===== src/sound_pkg.sv =====
package sound_pkg;

  // cpu i/o bus, only the low address byte is decoded
  typedef logic [15:0] io_addr_t;
  typedef logic [7:0]  io_data_t;

  // unsigned pcm sample on both outputs
  typedef logic [15:0] sample_t;

  // port #fe, beeper and tape out
  localparam io_data_t port_fe     = 8'hFE;

  // soundrive channels
  localparam io_data_t port_cvx_a  = 8'h0F;
  localparam io_data_t port_cvx_b  = 8'h1F;
  localparam io_data_t port_cvx_c  = 8'h4F;
  localparam io_data_t port_cvx_d  = 8'h5F;

  // mono covox, heard on both sides
  localparam io_data_t port_cvx_fb = 8'hFB;

  // covox strobe vector layout
  localparam int cvx_ports  = 5;
  localparam int cvx_idx_a  = 0;
  localparam int cvx_idx_b  = 1;
  localparam int cvx_idx_c  = 2;
  localparam int cvx_idx_d  = 3;
  localparam int cvx_idx_fb = 4;

  // three channel bytes per side, scaled up into the 16-bit range
  localparam int cvx_shift  = 5;

endpackage

===== src/spectrum_sound.sv =====
`timescale 1ns/1ps

module spectrum_sound #(
  parameter int beep_level = 4096,
  parameter int tape_level = 2048
) (
  input  logic                clk_28mhz,
  input  logic                rst,
  input  logic                iorq,
  input  logic                wr,
  input  sound_pkg::io_addr_t addr,
  input  sound_pkg::io_data_t data,
  input  logic                covox_en,
  input  logic                tape_in,
  output logic                tape_out,
  output sound_pkg::sample_t  audio_l,
  output sound_pkg::sample_t  audio_r
);
  import sound_pkg::*;

  logic                 fe_wr;
  logic [cvx_ports-1:0] cvx_wr;
  io_data_t             wdata;
  logic                 beeper;
  io_data_t             cvx_a;
  io_data_t             cvx_b;
  io_data_t             cvx_c;
  io_data_t             cvx_d;
  io_data_t             cvx_fb;

  // bus writes to port strobes
  io_decode u_decode (
    .clk_28mhz (clk_28mhz),
    .rst       (rst),
    .iorq      (iorq),
    .wr        (wr),
    .addr      (addr),
    .data      (data),
    .covox_en  (covox_en),
    .fe_wr     (fe_wr),
    .cvx_wr    (cvx_wr),
    .wdata     (wdata)
  );

  sound_regs u_regs (
    .clk_28mhz (clk_28mhz),
    .rst       (rst),
    .fe_wr     (fe_wr),
    .cvx_wr    (cvx_wr),
    .wdata     (wdata),
    .tape_out  (tape_out),
    .beeper    (beeper),
    .cvx_a     (cvx_a),
    .cvx_b     (cvx_b),
    .cvx_c     (cvx_c),
    .cvx_d     (cvx_d),
    .cvx_fb    (cvx_fb)
  );

  audio_mixer #(
    .beep_level (beep_level),
    .tape_level (tape_level)
  ) u_mixer (
    .clk_28mhz (clk_28mhz),
    .rst       (rst),
    .beeper    (beeper),
    .tape_in   (tape_in),
    .cvx_a     (cvx_a),
    .cvx_b     (cvx_b),
    .cvx_c     (cvx_c),
    .cvx_d     (cvx_d),
    .cvx_fb    (cvx_fb),
    .audio_l   (audio_l),
    .audio_r   (audio_r)
  );

endmodule


===== src/audio_mixer.sv =====
`timescale 1ns/1ps

module audio_mixer #(
  parameter int beep_level = 4096,
  parameter int tape_level = 2048
) (
  input  logic                clk_28mhz,
  input  logic                rst,
  input  logic                beeper,
  input  logic                tape_in,
  input  sound_pkg::io_data_t cvx_a,
  input  sound_pkg::io_data_t cvx_b,
  input  sound_pkg::io_data_t cvx_c,
  input  sound_pkg::io_data_t cvx_d,
  input  sound_pkg::io_data_t cvx_fb,
  output sound_pkg::sample_t  audio_l,
  output sound_pkg::sample_t  audio_r
);
  import sound_pkg::*;

  sample_t cvx_l;
  sample_t cvx_r;
  sample_t beep_term;
  sample_t tape_term;
  sample_t mix_l;
  sample_t mix_r;

  // mono covox goes to both sides
  always_comb begin
    cvx_l = (sample_t'(cvx_a) + sample_t'(cvx_b) + sample_t'(cvx_fb)) << cvx_shift;
    cvx_r = (sample_t'(cvx_c) + sample_t'(cvx_d) + sample_t'(cvx_fb)) << cvx_shift;
  end

  // beeper and tape are flat offsets, centred
  always_comb begin
    beep_term = beeper  ? sample_t'(beep_level) : '0;
    tape_term = tape_in ? sample_t'(tape_level) : '0;
    mix_l     = cvx_l + beep_term + tape_term;
    mix_r     = cvx_r + beep_term + tape_term;
  end

  // worst case 30624, no clipping needed
  always_ff @(posedge clk_28mhz) begin
    if (rst) begin
      audio_l <= '0;
      audio_r <= '0;
    end else begin
      audio_l <= mix_l;
      audio_r <= mix_r;
    end
  end

endmodule


===== src/sound_regs.sv =====
`timescale 1ns/1ps

module sound_regs (
  input  logic                            clk_28mhz,
  input  logic                            rst,
  input  logic                            fe_wr,
  input  logic [sound_pkg::cvx_ports-1:0] cvx_wr,
  input  sound_pkg::io_data_t             wdata,
  output logic                            tape_out,
  output logic                            beeper,
  output sound_pkg::io_data_t             cvx_a,
  output sound_pkg::io_data_t             cvx_b,
  output sound_pkg::io_data_t             cvx_c,
  output sound_pkg::io_data_t             cvx_d,
  output sound_pkg::io_data_t             cvx_fb
);
  import sound_pkg::*;

  // #fe bit positions, the low bits are border colour
  localparam int fe_tape_bit = 3;
  localparam int fe_beep_bit = 4;

  io_data_t fe_q;
  io_data_t cvx_q [cvx_ports];

  always_ff @(posedge clk_28mhz) begin
    if (rst) begin
      fe_q <= '0;
    end else if (fe_wr) begin
      fe_q <= wdata;
    end
  end

  // one byte per covox strobe
  always_ff @(posedge clk_28mhz) begin
    if (rst) begin
      for (int i = 0; i < cvx_ports; i++) begin
        cvx_q[i] <= '0;
      end
    end else begin
      for (int i = 0; i < cvx_ports; i++) begin
        if (cvx_wr[i]) begin
          cvx_q[i] <= wdata;
        end
      end
    end
  end

  assign tape_out = fe_q[fe_tape_bit];
  assign beeper   = fe_q[fe_beep_bit];

  assign cvx_a  = cvx_q[cvx_idx_a];
  assign cvx_b  = cvx_q[cvx_idx_b];
  assign cvx_c  = cvx_q[cvx_idx_c];
  assign cvx_d  = cvx_q[cvx_idx_d];
  assign cvx_fb = cvx_q[cvx_idx_fb];

endmodule


===== src/io_decode.sv =====
`timescale 1ns/1ps

module io_decode (
  input  logic                            clk_28mhz,
  input  logic                            rst,
  input  logic                            iorq,
  input  logic                            wr,
  input  sound_pkg::io_addr_t             addr,
  input  sound_pkg::io_data_t             data,
  input  logic                            covox_en,
  output logic                            fe_wr,
  output logic [sound_pkg::cvx_ports-1:0] cvx_wr,
  output sound_pkg::io_data_t             wdata
);
  import sound_pkg::*;

  logic                 wr_lvl_q;
  logic                 wr_lvl_qq;
  io_data_t             port_q;
  io_data_t             data_q;
  logic                 wr_start;
  logic [cvx_ports-1:0] cvx_hit;

  // iorq and wr as one level, delayed twice for the edge detect
  always_ff @(posedge clk_28mhz) begin
    if (rst) begin
      wr_lvl_q  <= 1'b0;
      wr_lvl_qq <= 1'b0;
    end else begin
      wr_lvl_q  <= iorq & wr;
      wr_lvl_qq <= wr_lvl_q;
    end
  end

  // address and data as seen on the first edge of the write
  always_ff @(posedge clk_28mhz) begin
    port_q <= addr[7:0];
    data_q <= data;
  end

  // a long write still gives only one start
  assign wr_start = wr_lvl_q & ~wr_lvl_qq;

  always_comb begin
    cvx_hit             = '0;
    cvx_hit[cvx_idx_a]  = (port_q == port_cvx_a);
    cvx_hit[cvx_idx_b]  = (port_q == port_cvx_b);
    cvx_hit[cvx_idx_c]  = (port_q == port_cvx_c);
    cvx_hit[cvx_idx_d]  = (port_q == port_cvx_d);
    cvx_hit[cvx_idx_fb] = (port_q == port_cvx_fb);
  end

  // one-cycle strobes, covox ports only while the switch is on
  always_ff @(posedge clk_28mhz) begin
    if (rst) begin
      fe_wr  <= 1'b0;
      cvx_wr <= '0;
    end else begin
      fe_wr  <= wr_start && (port_q == port_fe);
      cvx_wr <= (wr_start && covox_en) ? cvx_hit : '0;
    end
  end

  always_ff @(posedge clk_28mhz) begin
    if (wr_start) begin
      wdata <= data_q;
    end
  end

endmodule


===== config.mk =====
export PLATFORM = sky130hd
export DESIGN_NAME = spectrum_sound
export DESIGN_NICKNAME = d
export VERILOG_FILES = /design/src/sound_pkg.sv /design/src/spectrum_sound.sv /design/src/audio_mixer.sv /design/src/sound_regs.sv /design/src/io_decode.sv
export SDC_FILE = /design/constraint.sdc
export NUM_CORES = 1
export LEC_CHECK = 0
export BUFFER_PORTS_ARGS = -buffer_cell sky130_fd_sc_hd__buf_2
export CAP_MARGIN = 20
export CORE_MARGIN = 4
export CORE_UTILIZATION = 26
export DETAILED_ROUTE_END_ITERATION = 8
export HOLD_SLACK_MARGIN = 0.1
export PLACE_DENSITY = 0.5
export SLEW_MARGIN = 20
export SYNTH_ARGS = -nofsm -noshare
export SYNTH_HDL_FRONTEND = slang
export SYNTH_SLANG_ARGS = --single-unit
export TNS_END_PERCENT = 100

===== constraint.sdc =====
create_clock -name clk_28mhz -period 3.31 [get_ports clk_28mhz]
set_input_delay 0.1655 -clock clk_28mhz [delete_from_list [all_inputs] [get_ports clk_28mhz]]
set_output_delay 0.1655 -clock clk_28mhz [all_outputs]
set_load 0.03 [all_outputs]

==> flow_metrics.tcl <==
set metrics [dict create \
    status "finished with violations" \
    failed_checks "setup timing" \
    cp_max_fo 2 \
    worst_pin_slew_ps 780 \
    slew_viol_final 0 \
    switching_share_pct 28.8 \
    num_vias 2752 \
    hold_violations 0 \
    insertion_delay_ps 340 \
    endpoint_kind "flop" \
    p_int_w 0.00219 \
    vias_per_cell 4.04 \
    setup_ws_ps -130 \
    reg2reg_setup_slack_ps -130 \
    fin_nets 534 \
    placed_cell_area_sq_mm 0.00505 \
    crit_chain "ha_2 > fa_2 > a21o_1 > a21oi_4 > xnor2_2 > ha_1 > a21oi_2 > o22ai_2 > nor2_1 > xnor2_1 > ha_2 > inv_1 > fa_2 > xor2_1 > xnor2_1 > nor2_1" \
    dr_wl_met3_um 353 \
    drive_gt1_share_pct 34.6 \
    worstSetupStartpoint "u_regs.cvx_q[0][8]" \
    hpwl_um 6270 \
    fillers 1592 \
    cp-endpoint "u_mixer.audio_l[13]" \
    rows 46 \
    synth-seq-area-share_pct 55.3 \
    start_util_pct 26.9 \
    drv_cap 0 \
    coreArea_sq_mm 0.0161 \
    antenna_cells 0 \
    area_delta_synth_final_pct 32.3 \
    worstHoldPathType "input pin to flop" \
    ys.flop_type "edfxtp_1" \
    dr_wl_met2_um 3930 \
    gr-total-overflow 0 \
    grt_pass1_vias 2731 \
    dr.pass1.iters 4 \
    grt_usage_pct 9.15 \
    period_minus_slack_ps 3440 \
    leakage_nw 2.44 \
    fin_crit_sh_pct 104 \
    synthArstFlopShare_pct 0 \
    p_seq_share_pct 43.8 \
    numCtsBuffers 9 \
    crit_type "flop to flop" \
    final_area_sq_mm 0.00574 \
    clk_pin_slew_ps 70 \
    htree_num_levels 3 \
    p_sw_w 0.000885 \
    portBuffers 44 \
    pin_count 63 \
    ys_ff_latch 96 \
    drt_iter0_markers 64 \
    grt_max_degree 36 \
    p_per_area_mw_per_mm2 535 \
    rr_worst_depth 16 \
    syn-cell-area_sq_mm 0.00434 \
    top_layer "met4" \
    mostFrequentLayoutCells "48 x dfxtp_1, 48 x edfxtp_1, 47 x buf_4, 44 x buf_2, 34 x ha_1" \
    ant_nets 0 \
    synth_edf_count 48 \
    cts_tree "yes" \
    clkSinkCount 96 \
    finClkSkew_ps 6.81 \
    fmax_mhz 291 \
    slew_headroom_pct 47.9 \
    dieArea_sq_mm 0.0188 \
    start_kind "flop" \
    p_comb_share_pct 23.8 \
    met1_length_um 3810 \
    ys_types 53 \
    finalPower_w 0.00307 \
    rsz0062_at_grt "yes" \
    ir_drop_mv 0.243 \
    syn_avg_cell_area_sq_um 12.6 \
    yosysWarnings 0 \
    crit-reg2reg-launch "u_regs.cvx_q[0][8]" \
    routed_wl_um 8200 \
    gp_congestion 0.740 \
    setup_violations 5 \
    syn_inst 345 \
    clockBufferDepth 2 \
    cp.required_ps 3510 \
    die_w_um 137 \
    grt_first_pass_wirelength_um 13200 \
    grt_antenna_before_repair 0 \
    clockPowerShare_pct 32.4 \
    fp.dieH_um 137 \
    avgRoutedWirePerCell_um 12.0 \
    critPathSlowestCell "edfxtp_1" \
    root_buffer "clkbuf_16" \
    drt_drc_violations_left 0 \
    r2r_end "u_mixer.audio_l[13]" \
    cpPeakStageDelay_ps 380 \
    worstPathArrival_ps 3640 \
]
metrics by stage:
step | TNS [ps] | worst slack [ps] | util (%) | std cells | hold slack (ps)
detailed placement | -1290 | -288 | 31.4 | 634 | 269
floorplan | 0 | 23.9 | - | 354 | 193
CTS | -630 | -167 | 34.8 | 670 | 155
global placement | -907 | -263 | 31.4 | 634 | 269
finish | -413 | -130 | 35.6 | 681 | 171
global route | -1850 | -379 | 35.6 | 681 | 192
cells in the mapped netlist (all sizes together) (8+ instances only):
library cell  number  share of area, %
buf               10               1.7
nor2b             15               2.2
edfxtp            48                33
xnor2             19               3.8
dfxtp             48                22
a21oi             14               1.9
nor2              31               2.7
a21o              10               1.7
ha                38                11
and2               8               1.2
inv               11              0.95
or2                8               1.2
nor3               8               1.2
area by class of cell:
type                    instances  area, sq um  area share, %
flip-flops and latches         96         2400           41.8
multi-input cells             233         1990           34.7
repair buffers                109          753           13.1
well taps                     216          270           4.71
clock buffers                   9          225           3.92
clock inverters                 7         57.6           1.00
inverters                      11         41.3          0.719
power by group through the flow:
stage | registers (W) | clock network (W) | logic (W)
global route | 0.00135 | 0.00108 | 0.000805
floorplan | 0.00146 | 0 | 0.000359
global placement | 0.00137 | 0 | 0.000638
CTS | 0.00135 | 0.00103 | 0.000688
finish | 0.00135 | 0.000994 | 0.000730
detailed placement | 0.00138 | 0 | 0.000641
registers in the layout, indices dropped and copies added (netlist names):
register and flops:
u_mixer.audio_r 11, u_decode.cvx_wr 5, u_regs.fe_q 2, u_decode.wr_lvl_qq 1, u_decode.data_q 8, u_decode.wr_lvl_q 1, u_decode.wdata 8, u_regs.cvx_q 40
u_decode.fe_wr 1, u_mixer.audio_l 11, u_decode.port_q 8
worst max-delay path, delay by kind of cell, from the launching register on:
| family | cells | cell delay [ps] |
|---|---|---|
| xor+xnor | 4 | 620 |
| compound gates | 4 | 670 |
| buf+inv | 1 | 60 |
| flops | 1 | 380 |
| fa+ha+maj | 5 | 1410 |
| simple gates | 2 | 170 |
routing by layer:
| layer | up-vias | global-route usage [%] |
|---|---|---|
| met5 | - | 0 |
| met2 | 44 | 14.8 |
| met4 | 0 | 2.99 |
| li1 | 1435 | - |
| met1 | 1265 | 11.7 |
| met3 | 8 | 2.85 |
kinds of logic after synthesis:
| logic type | synth area share [%] |
|---|---|
| AO/OA/AOI/OAI | 9.46 |
| XOR/XNOR | 5.25 |
| adder cells (fa/ha/maj) | 13.7 |
| buffers and inverters | 3.03 |
| flip-flops | 55.3 |
| multiplexers | 0.461 |
| other | 0.0864 |
| AND/OR/NAND/NOR | 12.7 |
worst min path at each step:
| stage | from | slack [ps] | depth (start not counted) | end |
|---|---|---|---|---|
| after floorplan | data[0] | 190 | 0 | u_decode.data_q[0] |
| after global routing | covox_en | 190 | 3 | u_decode.cvx_wr[2] |
| after CTS | covox_en | 160 | 3 | u_decode.cvx_wr[4] |
| after global placement | data[2] | 270 | 1 | u_decode.data_q[2] |
| final | covox_en | 170 | 3 | u_decode.cvx_wr[4] |
| after detailed placement | addr[7] | 270 | 1 | u_decode.port_q[7] |
timing repair:
item | 4_1_cts | 5_1_grt
hold endpoints to repair | 17 | 0
setup buffers | 2 | 11
gates cloned | 0 | 0
pin swaps | 17 | 30
gates resized for setup | 18 | 12
hold buffers | 18 | 0
endpoints found under the setup margin | 8 | 8
Note: power is estimated with default switching activity, not from simulation.
